$ cat src/hw/msr_map_pkg.sv
package msr_map_pkg;

   localparam int MSR_BANK_W = 3;
   localparam int msr_off_w  = 9;

   // Bank code taken from address bits 11:9
   typedef enum logic [MSR_BANK_W-1:0] {
      BANK_PS   = 3'd0,
      BANK_IMM  = 3'd1,
      BANK_DMM  = 3'd2,
      BANK_ICA  = 3'd3,
      BANK_DCA  = 3'd4,
      BANK_DBG  = 3'd5,
      BANK_IRQC = 3'd6,
      BANK_TSC  = 3'd7
   } msr_bank_t;

   // PS bank, one offset bit per register
   localparam int PS_PSR    = 0;
   localparam int PS_CPUID  = 1;
   localparam int PS_EPSR   = 2;
   localparam int PS_EPC    = 3;
   localparam int PS_ELSA   = 4;
   localparam int PS_COREID = 5;

   // Instruction TLB bank
   localparam int IMM_TLB_SEL  = 8;
   localparam int IMM_TLBH_SEL = 7;

   localparam int IRQC_IMR = 0;
   localparam int IRQC_IRR = 1;

   localparam int TSC_TSR = 0;
   localparam int TSC_TCR = 1;

   typedef struct packed {
      logic [1:0] rsvd_hi;
      logic       dmme;
      logic       imme;
      logic       ire;
      logic       rm;
      logic [2:0] rsvd_lo;
      logic       cc;
   } psr_t;

   // Boot in kernel mode
   localparam psr_t PSR_RESET = psr_t'(10'h010);

   // Reserved bits are dropped when a word is written into a PSR
   function automatic psr_t psr_from_word(logic [31:0] w);
      psr_t p;
      p = psr_t'(w[$bits(psr_t)-1:0]);
      p.rsvd_hi = '0;
      p.rsvd_lo = '0;
      return p;
   endfunction

   // Exception entry: kernel mode, interrupts off
   function automatic psr_t psr_exp_entry(psr_t cur);
      psr_t p;
      p = cur;
      p.rm  = 1'b1;
      p.ire = 1'b0;
      return p;
   endfunction

endpackage

$ cat src/hw/msr_bus_pkg.sv
package msr_bus_pkg;

   typedef enum logic [1:0] {
      OP_RMSR    = 2'd0,
      OP_WMSR    = 2'd1,
      OP_SYSCALL = 2'd2,
      OP_RET     = 2'd3
   } msr_op_kind_t;

   // For SYSCALL, opc carries the PC of the instruction
   typedef struct packed {
      msr_op_kind_t kind;
      logic [31:0]  opa;
      logic [31:0]  opb;
      logic [31:0]  opc;
   } msr_op_t;

   typedef struct packed {
      logic [31:0] data;
   } msr_result_t;

   localparam int APB_AW = 8;

   localparam logic [APB_AW-1:0] APB_OP_A   = 8'h00;
   localparam logic [APB_AW-1:0] APB_OP_B   = 8'h04;
   localparam logic [APB_AW-1:0] APB_OP_C   = 8'h08;
   localparam logic [APB_AW-1:0] APB_CMD    = 8'h0C;
   localparam logic [APB_AW-1:0] APB_RESULT = 8'h10;
   localparam logic [APB_AW-1:0] APB_STATUS = 8'h14;

   // Operation kind sits in the low bits of the command word
   localparam int CMD_KIND_LSB = 0;

   // STATUS layout
   localparam int STATUS_OP_FULL  = 0;
   localparam int STATUS_CNT_LSB  = 8;

endpackage

$ cat src/hw/msr_queue.sv
`timescale 1ns/10ps

module msr_queue #(
   parameter type payload_t   = logic [31:0],
   parameter int  QUEUE_DEPTH = 4
) (
   input  logic                               clk,
   input  logic                               rst_n,
   input  logic                               push,
   input  payload_t                           push_data,
   output logic                               full,
   input  logic                               pop,
   output payload_t                           head,
   output logic                               empty,
   output logic [$clog2(QUEUE_DEPTH+1)-1:0]   count
);

   localparam int PTR_W = (QUEUE_DEPTH > 1) ? $clog2(QUEUE_DEPTH) : 1;
   localparam int CNT_W = $clog2(QUEUE_DEPTH + 1);

   payload_t         mem [QUEUE_DEPTH];
   logic [PTR_W-1:0] wr_ptr;
   logic [PTR_W-1:0] rd_ptr;

   // Wrap explicitly so any depth works
   function automatic logic [PTR_W-1:0] ptr_inc(logic [PTR_W-1:0] p);
      return (p == PTR_W'(QUEUE_DEPTH - 1)) ? '0 : p + 1'b1;
   endfunction

   always_ff @(posedge clk) begin
      if (push)
         mem[wr_ptr] <= push_data;
   end

   always_ff @(posedge clk or negedge rst_n) begin
      if (!rst_n) begin
         wr_ptr <= '0;
         rd_ptr <= '0;
         count  <= '0;
      end else begin
         if (push)
            wr_ptr <= ptr_inc(wr_ptr);
         if (pop)
            rd_ptr <= ptr_inc(rd_ptr);
         if (push && !pop)
            count <= count + 1'b1;
         else if (pop && !push)
            count <= count - 1'b1;
      end
   end

   assign full  = (count == CNT_W'(QUEUE_DEPTH));
   assign empty = (count == '0);
   assign head  = mem[rd_ptr];

   a_no_push_full: assert property (@(posedge clk) disable iff (!rst_n) !(push && full))
      else $error("msr_queue: push while full");
   a_no_pop_empty: assert property (@(posedge clk) disable iff (!rst_n) !(pop && empty))
      else $error("msr_queue: pop while empty");

endmodule

$ cat src/hw/msr_apb_port.sv
`timescale 1ns/10ps

module msr_apb_port
   import msr_bus_pkg::*;
#(
   parameter int QUEUE_DEPTH = 4
) (
   input  logic                               clk,
   input  logic                               rst_n,
   input  logic [APB_AW-1:0]                  paddr,
   input  logic                               psel,
   input  logic                               penable,
   input  logic                               pwrite,
   input  logic [31:0]                        pwdata,
   output logic [31:0]                        prdata,
   output logic                               pready,
   output logic                               pslverr,
   output logic                               op_push,
   output msr_op_t                            op_data,
   input  logic                               op_full,
   output logic                               res_pop,
   input  msr_result_t                        res_data,
   input  logic                               res_empty,
   input  logic [$clog2(QUEUE_DEPTH+1)-1:0]   res_count
);

   localparam int CNT_W = $clog2(QUEUE_DEPTH + 1);

   logic [31:0] opa_q;
   logic [31:0] opb_q;
   logic [31:0] opc_q;
   logic        acc_wr;
   logic        acc_rd;
   logic        cmd_wr;
   logic        res_rd;
   logic [31:0] status;

   assign acc_wr = psel && penable && pwrite;
   assign acc_rd = psel && penable && !pwrite;
   assign cmd_wr = acc_wr && (paddr == APB_CMD);
   assign res_rd = acc_rd && (paddr == APB_RESULT);

   // Operand staging
   always_ff @(posedge clk or negedge rst_n) begin
      if (!rst_n) begin
         opa_q <= '0;
         opb_q <= '0;
         opc_q <= '0;
      end else if (acc_wr) begin
         if (paddr == APB_OP_A)
            opa_q <= pwdata;
         if (paddr == APB_OP_B)
            opb_q <= pwdata;
         if (paddr == APB_OP_C)
            opc_q <= pwdata;
      end
   end

   assign op_data.kind = msr_op_kind_t'(pwdata[CMD_KIND_LSB +: 2]);
   assign op_data.opa  = opa_q;
   assign op_data.opb  = opb_q;
   assign op_data.opc  = opc_q;

   // A CMD write waits here until op_q has room
   assign op_push = cmd_wr && !op_full;
   assign pready  = !(cmd_wr && op_full);

   assign res_pop = res_rd && !res_empty;
   assign pslverr = res_rd && res_empty;

   always_comb begin
      status = '0;
      status[STATUS_OP_FULL] = op_full;
      status[STATUS_CNT_LSB +: CNT_W] = res_count;
   end

   // Operand and command registers are write-only
   always_comb begin
      prdata = '0;
      if (acc_rd) begin
         case (paddr)
            APB_RESULT: prdata = res_empty ? '0 : res_data.data;
            APB_STATUS: prdata = status;
            default:    prdata = '0;
         endcase
      end
   end

   a_penable_psel: assert property (@(posedge clk) disable iff (!rst_n) penable |-> psel)
      else $error("msr_apb_port: penable without psel");

endmodule

$ cat src/hw/msr_exec_unit.sv
`timescale 1ns/10ps

module msr_exec_unit
   import msr_map_pkg::*;
   import msr_bus_pkg::*;
#(
   parameter int          TLB_AW  = 4,
   parameter logic [31:0] CPU_ID  = 32'h0,
   parameter logic [31:0] CORE_ID = 32'h0
) (
   input  logic              clk,
   input  logic              rst_n,
   input  msr_op_t           op_head,
   input  logic              op_empty,
   output logic              op_pop,
   input  logic              res_full,
   output logic              res_push,
   output msr_result_t       res_data,
   input  psr_t              psr,
   input  psr_t              epsr,
   input  logic [31:0]       epc,
   input  logic [31:0]       elsa,
   input  logic [31:0]       imr,
   input  logic [31:0]       irr,
   input  logic [31:0]       tsr,
   input  logic [31:0]       tcr,
   input  logic [31:0]       tlbl_rd,
   input  logic [31:0]       tlbh_rd,
   output logic [TLB_AW-1:0] tlb_idx,
   output logic              psr_we,
   output psr_t              psr_nxt,
   output logic              epsr_we,
   output psr_t              epsr_nxt,
   output logic              epc_we,
   output logic [31:0]       epc_nxt,
   output logic              elsa_we,
   output logic [31:0]       elsa_nxt,
   output logic              tlbl_we,
   output logic              tlbh_we,
   output logic              imr_we,
   output logic              tsr_we,
   output logic              tcr_we,
   output logic [31:0]       wdata
);

   localparam logic [31:0] IMM_ID = 32'(2 ** TLB_AW);

   logic [31:0]          msr_addr;
   msr_bank_t            bank;
   logic [msr_off_w-1:0] off;
   logic                 is_rmsr;
   logic                 is_wmsr;
   logic                 is_syscall;
   logic                 is_ret;
   logic                 tlbl_sel;
   logic                 tlbh_sel;
   logic [31:0]          dout_ps;
   logic [31:0]          dout_imm;
   logic [31:0]          dout_irqc;
   logic [31:0]          dout_tsc;
   logic                 wmsr_ps;
   logic                 wmsr_psr;

   // Retire one operation per cycle; a read also needs a result slot
   assign is_rmsr    = (op_head.kind == OP_RMSR);
   assign is_wmsr    = (op_head.kind == OP_WMSR);
   assign is_syscall = (op_head.kind == OP_SYSCALL);
   assign is_ret     = (op_head.kind == OP_RET);
   assign op_pop     = !op_empty && !(is_rmsr && res_full);
   assign res_push   = op_pop && is_rmsr;

   assign msr_addr = op_head.opa + op_head.opb;
   assign bank     = msr_bank_t'(msr_addr[msr_off_w +: MSR_BANK_W]);
   assign off      = msr_addr[msr_off_w-1:0];
   assign tlb_idx  = off[TLB_AW-1:0];

   assign tlbl_sel = off[IMM_TLB_SEL] && !off[IMM_TLBH_SEL];
   assign tlbh_sel = off[IMM_TLB_SEL] && off[IMM_TLBH_SEL];

   // Registers selected together are ORed
   assign dout_ps = ({32{off[PS_PSR]}}    & 32'(psr))  |
                    ({32{off[PS_CPUID]}}  & CPU_ID)    |
                    ({32{off[PS_EPSR]}}   & 32'(epsr)) |
                    ({32{off[PS_EPC]}}    & epc)       |
                    ({32{off[PS_ELSA]}}   & elsa)      |
                    ({32{off[PS_COREID]}} & CORE_ID);
   assign dout_imm = ({32{!off[IMM_TLB_SEL]}} & IMM_ID)  |
                     ({32{tlbl_sel}}          & tlbl_rd) |
                     ({32{tlbh_sel}}          & tlbh_rd);
   assign dout_irqc = ({32{off[IRQC_IMR]}} & imr) | ({32{off[IRQC_IRR]}} & irr);
   assign dout_tsc  = ({32{off[TSC_TSR]}} & tsr) | ({32{off[TSC_TCR]}} & tcr);

   always_comb begin
      case (bank)
         BANK_PS:   res_data.data = dout_ps;
         BANK_IMM:  res_data.data = dout_imm;
         BANK_IRQC: res_data.data = dout_irqc;
         BANK_TSC:  res_data.data = dout_tsc;
         default:   res_data.data = '0;
      endcase
   end

   // Write-back
   assign wdata    = op_head.opc;
   assign wmsr_ps  = op_pop && is_wmsr && (bank == BANK_PS);
   assign wmsr_psr = wmsr_ps && off[PS_PSR];

   assign psr_we  = wmsr_psr || (op_pop && (is_syscall || is_ret));
   assign psr_nxt = wmsr_psr   ? psr_from_word(wdata) :
                    is_syscall ? psr_exp_entry(psr)   : epsr;

   assign epsr_we  = (wmsr_ps && off[PS_EPSR]) || (op_pop && is_syscall);
   assign epsr_nxt = is_syscall ? psr : psr_from_word(wdata);

   // EPC after a system call points past the instruction
   assign epc_we  = (wmsr_ps && off[PS_EPC]) || (op_pop && is_syscall);
   assign epc_nxt = is_syscall ? wdata + 32'd4 : wdata;

   assign elsa_we  = wmsr_ps && off[PS_ELSA];
   assign elsa_nxt = wdata;

   assign tlbl_we = op_pop && is_wmsr && (bank == BANK_IMM) && tlbl_sel;
   assign tlbh_we = op_pop && is_wmsr && (bank == BANK_IMM) && tlbh_sel;
   assign imr_we  = op_pop && is_wmsr && (bank == BANK_IRQC) && off[IRQC_IMR];
   assign tsr_we  = op_pop && is_wmsr && (bank == BANK_TSC) && off[TSC_TSR];
   assign tcr_we  = op_pop && is_wmsr && (bank == BANK_TSC) && off[TSC_TCR];

   // The register file holds the new PSR and EPC from the next edge on
   a_psr_taken: assert property (@(posedge clk) disable iff (!rst_n)
      psr_we |=> (psr == $past(psr_nxt)))
      else $error("msr_exec_unit: PSR write not taken by the register file");
   a_epc_taken: assert property (@(posedge clk) disable iff (!rst_n)
      epc_we |=> (epc == $past(epc_nxt)))
      else $error("msr_exec_unit: EPC write not taken by the register file");

endmodule

$ cat src/hw/msr_regfile.sv
`timescale 1ns/10ps

module msr_regfile
   import msr_map_pkg::*;
#(
   parameter int TLB_AW = 4
) (
   input  logic              clk,
   input  logic              rst_n,
   input  logic [31:0]       irq_lines,
   input  logic              psr_we,
   input  psr_t              psr_nxt,
   input  logic              epsr_we,
   input  psr_t              epsr_nxt,
   input  logic              epc_we,
   input  logic [31:0]       epc_nxt,
   input  logic              elsa_we,
   input  logic [31:0]       elsa_nxt,
   input  logic              tlbl_we,
   input  logic              tlbh_we,
   input  logic              imr_we,
   input  logic              tsr_we,
   input  logic              tcr_we,
   input  logic [31:0]       wdata,
   input  logic [TLB_AW-1:0] tlb_idx,
   output psr_t              psr,
   output psr_t              epsr,
   output logic [31:0]       epc,
   output logic [31:0]       elsa,
   output logic [31:0]       imr,
   output logic [31:0]       irr,
   output logic [31:0]       tsr,
   output logic [31:0]       tcr,
   output logic [31:0]       tlbl_rd,
   output logic [31:0]       tlbh_rd
);

   localparam int TLB_N = 2 ** TLB_AW;

   logic [31:0] tlbl_mem [TLB_N];
   logic [31:0] tlbh_mem [TLB_N];

   always_ff @(posedge clk or negedge rst_n) begin
      if (!rst_n) begin
         psr  <= PSR_RESET;
         epsr <= '0;
         epc  <= '0;
         elsa <= '0;
         imr  <= '0;
         tsr  <= '0;
         tcr  <= '0;
      end else begin
         if (psr_we)
            psr <= psr_nxt;
         if (epsr_we)
            epsr <= epsr_nxt;
         if (epc_we)
            epc <= epc_nxt;
         if (elsa_we)
            elsa <= elsa_nxt;
         if (imr_we)
            imr <= wdata;
         // TSC is plain storage, no counting
         if (tsr_we)
            tsr <= wdata;
         if (tcr_we)
            tcr <= wdata;
      end
   end

   // Pending interrupts follow the lines one cycle late
   always_ff @(posedge clk or negedge rst_n) begin
      if (!rst_n)
         irr <= '0;
      else
         irr <= irq_lines;
   end

   always_ff @(posedge clk or negedge rst_n) begin
      if (!rst_n) begin
         for (int i = 0; i < TLB_N; i++) begin
            tlbl_mem[i] <= '0;
            tlbh_mem[i] <= '0;
         end
      end else begin
         if (tlbl_we)
            tlbl_mem[tlb_idx] <= wdata;
         if (tlbh_we)
            tlbh_mem[tlb_idx] <= wdata;
      end
   end

   assign tlbl_rd = tlbl_mem[tlb_idx];
   assign tlbh_rd = tlbh_mem[tlb_idx];

endmodule

$ cat src/hw/msr_subsys_top.sv
`timescale 1ns/10ps

module msr_subsys_top
   import msr_map_pkg::*;
   import msr_bus_pkg::*;
#(
   parameter int          TLB_AW      = 4,
   parameter int          QUEUE_DEPTH = 4,
   parameter logic [31:0] CPU_ID      = 32'h0,
   parameter logic [31:0] CORE_ID     = 32'h0
) (
   input  logic              clk,
   input  logic              rst_n,
   input  logic [APB_AW-1:0] paddr,
   input  logic              psel,
   input  logic              penable,
   input  logic              pwrite,
   input  logic [31:0]       pwdata,
   output logic [31:0]       prdata,
   output logic              pready,
   output logic              pslverr,
   input  logic [31:0]       irq_lines
);

   localparam int CNT_W = $clog2(QUEUE_DEPTH + 1);

   logic              op_push;
   msr_op_t           op_in;
   logic              op_full;
   logic              op_pop;
   msr_op_t           op_head;
   logic              op_empty;
   logic              res_push;
   msr_result_t       res_in;
   logic              res_full;
   logic              res_pop;
   msr_result_t       res_head;
   logic              res_empty;
   logic [CNT_W-1:0]  res_count;

   psr_t              psr;
   psr_t              epsr;
   psr_t              psr_nxt;
   psr_t              epsr_nxt;
   logic              psr_we;
   logic              epsr_we;
   logic              epc_we;
   logic              elsa_we;
   logic [31:0]       epc;
   logic [31:0]       elsa;
   logic [31:0]       epc_nxt;
   logic [31:0]       elsa_nxt;
   logic [31:0]       imr;
   logic [31:0]       irr;
   logic [31:0]       tsr;
   logic [31:0]       tcr;
   logic [31:0]       tlbl_rd;
   logic [31:0]       tlbh_rd;
   logic [TLB_AW-1:0] tlb_idx;
   logic              tlbl_we;
   logic              tlbh_we;
   logic              imr_we;
   logic              tsr_we;
   logic              tcr_we;
   logic [31:0]       wdata;

   msr_apb_port #(
      .QUEUE_DEPTH (QUEUE_DEPTH)
   ) apb_port_i (
      .clk       (clk),
      .rst_n     (rst_n),
      .paddr     (paddr),
      .psel      (psel),
      .penable   (penable),
      .pwrite    (pwrite),
      .pwdata    (pwdata),
      .prdata    (prdata),
      .pready    (pready),
      .pslverr   (pslverr),
      .op_push   (op_push),
      .op_data   (op_in),
      .op_full   (op_full),
      .res_pop   (res_pop),
      .res_data  (res_head),
      .res_empty (res_empty),
      .res_count (res_count)
   );

   // Operation occupancy is not reported, only full
   msr_queue #(
      .payload_t   (msr_op_t),
      .QUEUE_DEPTH (QUEUE_DEPTH)
   ) op_q (
      .clk       (clk),
      .rst_n     (rst_n),
      .push      (op_push),
      .push_data (op_in),
      .full      (op_full),
      .pop       (op_pop),
      .head      (op_head),
      .empty     (op_empty),
      .count     ()
   );

   msr_queue #(
      .payload_t   (msr_result_t),
      .QUEUE_DEPTH (QUEUE_DEPTH)
   ) res_q (
      .clk       (clk),
      .rst_n     (rst_n),
      .push      (res_push),
      .push_data (res_in),
      .full      (res_full),
      .pop       (res_pop),
      .head      (res_head),
      .empty     (res_empty),
      .count     (res_count)
   );

   msr_exec_unit #(
      .TLB_AW  (TLB_AW),
      .CPU_ID  (CPU_ID),
      .CORE_ID (CORE_ID)
   ) exec_unit_i (
      .clk      (clk),
      .rst_n    (rst_n),
      .op_head  (op_head),
      .op_empty (op_empty),
      .op_pop   (op_pop),
      .res_full (res_full),
      .res_push (res_push),
      .res_data (res_in),
      .psr      (psr),
      .epsr     (epsr),
      .epc      (epc),
      .elsa     (elsa),
      .imr      (imr),
      .irr      (irr),
      .tsr      (tsr),
      .tcr      (tcr),
      .tlbl_rd  (tlbl_rd),
      .tlbh_rd  (tlbh_rd),
      .tlb_idx  (tlb_idx),
      .psr_we   (psr_we),
      .psr_nxt  (psr_nxt),
      .epsr_we  (epsr_we),
      .epsr_nxt (epsr_nxt),
      .epc_we   (epc_we),
      .epc_nxt  (epc_nxt),
      .elsa_we  (elsa_we),
      .elsa_nxt (elsa_nxt),
      .tlbl_we  (tlbl_we),
      .tlbh_we  (tlbh_we),
      .imr_we   (imr_we),
      .tsr_we   (tsr_we),
      .tcr_we   (tcr_we),
      .wdata    (wdata)
   );

   msr_regfile #(
      .TLB_AW (TLB_AW)
   ) regfile_i (
      .clk       (clk),
      .rst_n     (rst_n),
      .irq_lines (irq_lines),
      .psr_we    (psr_we),
      .psr_nxt   (psr_nxt),
      .epsr_we   (epsr_we),
      .epsr_nxt  (epsr_nxt),
      .epc_we    (epc_we),
      .epc_nxt   (epc_nxt),
      .elsa_we   (elsa_we),
      .elsa_nxt  (elsa_nxt),
      .tlbl_we   (tlbl_we),
      .tlbh_we   (tlbh_we),
      .imr_we    (imr_we),
      .tsr_we    (tsr_we),
      .tcr_we    (tcr_we),
      .wdata     (wdata),
      .tlb_idx   (tlb_idx),
      .psr       (psr),
      .epsr      (epsr),
      .epc       (epc),
      .elsa      (elsa),
      .imr       (imr),
      .irr       (irr),
      .tsr       (tsr),
      .tcr       (tcr),
      .tlbl_rd   (tlbl_rd),
      .tlbh_rd   (tlbh_rd)
   );

endmodule

$ cat config.mk
export PLATFORM = sky130hd
export DESIGN_NAME = msr_subsys_top
export DESIGN_NICKNAME = d
export VERILOG_FILES = /design/src/hw/msr_map_pkg.sv /design/src/hw/msr_bus_pkg.sv /design/src/hw/msr_queue.sv /design/src/hw/msr_apb_port.sv /design/src/hw/msr_exec_unit.sv /design/src/hw/msr_regfile.sv /design/src/hw/msr_subsys_top.sv
export SDC_FILE = /design/constraint.sdc
export NUM_CORES = 2
export LEC_CHECK = 0
export BUFFER_PORTS_ARGS = -buffer_cell sky130_fd_sc_hd__buf_4
export CAP_MARGIN = 0
export CORE_AREA = 5 5 337 339
export DETAILED_ROUTE_END_ITERATION = 6
export DIE_AREA = 0 0 342 344
export PLACE_DENSITY = 0.84
export REMOVE_ABC_BUFFERS = 1
export SLEW_MARGIN = 20
export SYNTH_ARGS = -nofsm -noshare
export SYNTH_HDL_FRONTEND = slang
export SYNTH_SLANG_ARGS = --single-unit
$ cat constraint.sdc
create_clock -name clk -period 10.7 [get_ports clk]
set_clock_uncertainty 0.15 [all_clocks]
set_input_delay 0.535 -clock clk [delete_from_list [all_inputs] [get_ports clk]]
set_output_delay 0.535 -clock clk [all_outputs]
set_load 0.03 [all_outputs]
---- Word-level counts from Yosys, hierarchy flattened ----
Memories as Yosys holds them, arrays and structs flattened.
Index checks and enable logic that the tools add are counted.
storage, ports and cells
  register bits after elaboration ......... 1346
  memory bits (writable) .................. 520
  input bits .............................. 77
  output and inout port bits .............. 34
  memories ................................ 2
memories
  name       words  width  read ports  clocked after Yosys merged registers in  wr ports  RTL line         text
  op_q.mem   4      98     1           0                                        1         msr_queue.sv:21  payload_t mem [QUEUE_DEPTH];
  res_q.mem  4      32     1           0                                        1         msr_queue.sv:21
cells by class
  add/sub/neg operators ................... 10
  order comparisons ....................... 2
  eq/ne operators ......................... 18
  multiplexer cells ....................... 30
  bitwise operators ....................... 18
  reduce and logical (&&, ||, !) cells .... 62
operator list
  operator                                                               count
  512-bit bitwise mux                                                    2
  32-bit AND                                                             8
  32-bit binary-select mux with 4-bit select                             2
  32-bit two-way mux                                                     8
  32-bit OR                                                              6
  32-bit demux with 4-bit select                                         1
  32-bit one-hot mux with 4 select lines                                 1
  32-bit by 10-bit AND with 32-bit output                                2
  32-bit one-hot mux with 2 select lines                                 1
  1-bit logical AND                                                      35
  32-bit by 3-bit adder with 32-bit output, second input constant        1
  5-bit by 32-bit OR with 32-bit output                                  1
  10-bit two-way mux                                                     3
  8-bit by 4-bit equality test with 1-bit output, second input constant  2
  8-bit by 5-bit equality test with 1-bit output, second input constant  2
  12-bit adder                                                           1
  2-bit equality test, second input constant                             6
  3-bit equality test, second input constant                             4
  1-bit zero test                                                        12
  3-bit two-way mux                                                      4
  3-bit zero test                                                        3
  2-bit by 1-bit adder with 2-bit output, second input constant          4
  8-bit by 3-bit equality test with 1-bit output, second input constant  1
  8-bit zero test                                                        1
  other kinds (14)                                                       29

---- Logic depth before layout (Yosys ltp) ----
An unclocked memory read counts as a cell.
  depth in word-level cells ............... 10
  mapped depth ............................ 18
  gate-level depth less buffers ........... 11

---- Hierarchy ----
A second synthesis with hierarchy kept.
second synthesis, totals
  cell total of the unflattened synthesis .. 4848
  area, all modules ....................... 81267.9 um^2
by module, submodules not included
  module              instances  cells each  area each (um^2)
  msr_regfile         1          3238        53358.7
  msr_queue at op_q   1          549         14654.1
  msr_queue at res_q  1          205         5081.1
  msr_exec_unit       1          561         4107.7
  msr_apb_port        1          295         4066.4

---- Worst setup path before layout ----
No wires, ideal clock.
  path type ............................... register to register
  start ................................... register op_q.rd_ptr[0]
  end ..................................... memory res_q.mem[0][24] (netlist name), data pin
  arrival ................................. 5.349 ns
  required time ........................... 10.278 ns
  slack ................................... 4.930 ns
  cell stages (with the launch flop) ...... 16
  clock period less this slack ............ 5.770 ns
  cells stage by stage .................... dfrtp_1 > buf_2 > buf_2 > buf_2 > buf_2 > buf_1 > mux4_2 > fa_1 > clkbuf_1 > buf_1 > clkbuf_1 > mux4_2 > mux4_2 > nand2_1 > nand2_1 > a221o_1
RTL lines
  element                 RTL line         text
  from (decl)             msr_queue.sv:23  logic [PTR_W-1:0] rd_ptr;
  from (signal assigned)  msr_queue.sv:44  rd_ptr <= ptr_inc(rd_ptr);
  to (decl)               msr_queue.sv:21

---- Final worst setup path ----
  start ................................... register op_q.rd_ptr[0]
  end ..................................... register regfile_i.tlbh_mem[505] (netlist name)
between the ends
  cells in the longest elaborated chain, start to end .. 8
RTL lines
  element                                                                                      RTL line                                  text
  memory 4 x 98 bit (*)                                                                        --
  12-bit adder or 2-bit zero test (tied branches)                                              msr_exec_unit.sv:72, msr_exec_unit.sv:65
  4-bit inverter with 5-bit output (not written as such) or 1-bit logical AND (tied branches)  msr_regfile.sv:89, msr_exec_unit.sv:69
  5-bit greater-or-equal comparator (not written as such), or another cell as far along        msr_regfile.sv:89                         tlbh_mem[tlb_idx] <= wdata;
  1-bit logical AND (on tied branches)                                                         msr_regfile.sv:89, msr_exec_unit.sv:69
  32-bit two-way mux (not written as such) or 1-bit logical AND (tied branches)                msr_regfile.sv:89, msr_exec_unit.sv:123
  32-bit demux with 4-bit select or 1-bit logical AND (tied branches)                          msr_regfile.sv:89, msr_exec_unit.sv:123
  512-bit bitwise mux or 1-bit logical AND (tied branches)                                     msr_regfile.sv:89, msr_exec_unit.sv:123
  to (signal, indexed assignment)                                                              msr_regfile.sv:89
  to (decl)                                                                                    msr_regfile.sv:41                         logic [31:0] tlbh_mem [TLB_N];
Mark *: on every way between the ends. The rest lies on a longest branch, timed or not.
A chain may end at the register's enable or synchronous reset.

==> results.md <==
* F_max at 141 MHz
* Sequential fraction of the synthesis area at 0.594
* Pleak at 0.0369 uW
* Busiest grt layer: met2
* Worst R2R End: regfile_i.tlbh_mem[505]$_DFFE_PN0P_
* Setup TNS at 0 ns
* Pwr/cell area at 248 nW/um^2
* Final wirelength at 189,000 um
* Remaining global-route overflow at 0
* Crit path to: regfile_i.tlbh_mem[505]$_DFFE_PN0P_
* Residual DRC count at 7
* Status: finished, violations left
* Total CTS buffers at 165
* Peak supply drop at 380 uV
* Post-Synthesis Cells at 4,416
* Fin. max-slew vios at 0
* Die Span Y at 344 um
* Top_reg_cell synth: dfrtp_1
* Fin area at 81,700 um^2
* #FFs+latches synth at 1,666
* Synth area leaders: dfrtp_1 45%, mux2_2 18%, edfxtp_1 15%
* Asr flop ratio synth at 0.784
* CP Launch Point: op_q.rd_ptr[0]$_DFFE_PN0P_
* Worst setup SP type: flop
* Layout cells sized above 1 at 0.467
* Vias/cell at 6.93
* EDFF count, synth at 360
* WHS at 0.166 ns
* H-Tree Depth at 4
* Synth Area per Inst at 16.6 um^2
* Worst endpoint required time at 11.20 ns
* Area Overhead vs Synth at 11.6%
* Worst setup EP type: flop
* Final Util at 0.742
* CTS tree: yes
* Syn. warnings at 0
* Routability cong. at 0.853
* DP HPWL at 106,000 um
* Placed instance area at 75,400 um^2
* Post-CTS Setup Inserts at 0
* Flop-to-flop setup slack at 3.59 ns
* Register cell area after layout at 43,500 um^2
* Iter 0 DRT Violations at 4,528
* Fin crit share at 0.664
* CTS root buf: clkbuf_16
* Met3 GRT Util at 0.0770
* Fin. Hold Viols at 0
* CORE AREA at 110,000 um^2
* Worst skew pair latency at 0.78 ns
* Crit path DAT at 7.61 ns
* Initial core utilization at 0.665
* Initial antenna violation count at 3
* Max-Cap Viols at 0
* CTS clk-pin slew, worst paths at 0.06 ns
* Min Clock Period, post-route at 7.11 ns
* Top cell type's share of synthesized area at 0.446
* Yosys top cell by area: dfrtp_1
* Vias in the first global route at 44,500
* Multi-input gate area at 28,300 um^2
* Top cells by count, synth: 1,305 x dfrtp_1, 1,171 x mux2_2, 409 x mux4_2
* Port Buffers at 110
* Slew @ Worst Pin at 1.22 ns
* Wire per inst at 31.1 um
* Final setup fails at 0
* Unrepaired setup endpoints after global routing: false
* Filler cells at 6,233
* Clock Path Buffers at 3
* GR Layer Usage met2 at 0.510
* Worst min path class: in -> reg
* Drt pass-1 iters at 7
* Total GRT Usage at 0.329
* DIE WIDTH at 342 um
* ANT nets after route at 0
* Max-slew headroom at 0.185
* Number of core rows at 122
* FF-to-FF path depth at 11
* Global routing met1 resource utilization at 0.464
* Clock sink count at 1,666
* First-pass GRT wire length at 288,000 um
* Layout Nets at 4,556
* Total power at 20,200 uW
* Netlist cell types at 64
* Largest net degree at the start of global routing at 177
* I/O pins at 111
* Synth Cell Area at 73,200 um^2
* Die area at 118,000 um^2
* Worst Path Class, Setup: reg -> reg
* Crit-path max FO at 38
* Top-count cell post-synth: dfrtp_1
* Reg2reg start: op_q.rd_ptr[0]$_DFFE_PN0P_
* Failing checks: design-rule violations
* Routed vias at 42,100
routing by layer:
layer,up-vias,share of wire
met4,2,0.043
li1,16800,-
met1,22800,0.39
met3,457,0.091
met5,-,0.000042
met2,2129,0.47
per-stage QoR:
stage               cells  setup slack [ns]
floorplan            4013             -7.28
global placement     5706              3.77
detailed placement   5706              3.68
CTS                  6077              3.64
global route         6079              3.25
finish               6080              3.59
worst max-delay path: stages, from the launching register on:
cell and delay, ns:
dfrtp_4 0.93, buf_4 0.53, mux4_2 0.58, ha_1 0.51, nand2_1 0.08, o21ai_0 0.37
a41oi_1 0.21, o21bai_1 0.41, nand3_2 0.92, or4_2 1.44, buf_4 0.44, mux2_2 0.32
where the power goes:
group	internal, uW	leakage, uW	switching, uW
combinational	2390	0.0128	4140
sequential	7340	0.0215	419
clock	3440	0.00273	2510
total	13200	0.0369	7080
flip-flops by register name, indices dropped and copies added, names as in the netlist:
register and cells:
apb_port_i.opa_q 12, apb_port_i.opb_q 12, apb_port_i.opc_q 32, op_q.count 3, op_q.mem 232, op_q.rd_ptr 2, op_q.wr_ptr 2, regfile_i.elsa 32
regfile_i.epc 32, regfile_i.epsr 10, regfile_i.imr 32, regfile_i.irr 32, regfile_i.psr 10, regfile_i.tcr 32, regfile_i.tlbh_mem 512, regfile_i.tlbl_mem 512
regfile_i.tsr 32, res_q.count 3, res_q.mem 128, res_q.rd_ptr 2, res_q.wr_ptr 2
layout by cell type (no fill, tap or decap), types with 65 or more instances in the layout:
cell type	instances
nand2_1	149
mux2_2	1171
buf_4	197
a22oi_1	86
mux4_2	409
clkbuf_16	165
dfrtp_1	1301
edfxtp_1	360
dlygate4sd3_1	65
timing repair:
item / in CTS / in global routing
hold buffers: 65 / 0
gates resized for setup: 0 / 0
hold endpoints to repair: 229 / 0
worst min path at each step:
stage | cells past startpoint | startpoint | slack, ns | end
after floorplan | 0 | rst_n | 0.09 | apb_port_i.opa_q[0]$_DFFE_PN0P_
after global placement | 1 | regfile_i.tlbl_mem[290]$_DFFE_PN0P_ | 0.31 | regfile_i.tlbl_mem[290]$_DFFE_PN0P_
after detailed placement | 1 | regfile_i.tlbl_mem[377]$_DFFE_PN0P_ | 0.32 | regfile_i.tlbl_mem[377]$_DFFE_PN0P_
after CTS | 5 | paddr[3] | 0.15 | op_q.wr_ptr[0]$_DFFE_PN0P_
after global routing | 4 | paddr[3] | 0.21 | op_q.wr_ptr[1]$_DFFE_PN0P_
final | 5 | paddr[3] | 0.17 | op_q.wr_ptr[1]$_DFFE_PN0P_
final cells by class:
| type | instances | area share |
|---|---|---|
| multi-input combinational | 2321 | 0.347 |
| clock inverter | 77 | 0.0121 |
| tap | 1488 | 0.0228 |
| sequential | 1666 | 0.533 |
| antenna | 1 | 0.0000306 |
| timing repair buffer | 272 | 0.0284 |
| clock buffer | 229 | 0.0561 |
| inverter | 26 | 0.00120 |
kinds of logic after synthesis:
kind of cell             Yosys count  share of synthesized area
flip-flops                      1666                      0.594
AND/OR/NAND/NOR                  358                     0.0263
multiplexers                    1689                      0.324
XOR/XNOR                          47                    0.00562
AO/OA/AOI/OAI                    200                     0.0211
adder cells (fa/ha/maj)           27                    0.00492
buffers and inverters            429                     0.0242
Power figures use the tool's default switching activity.
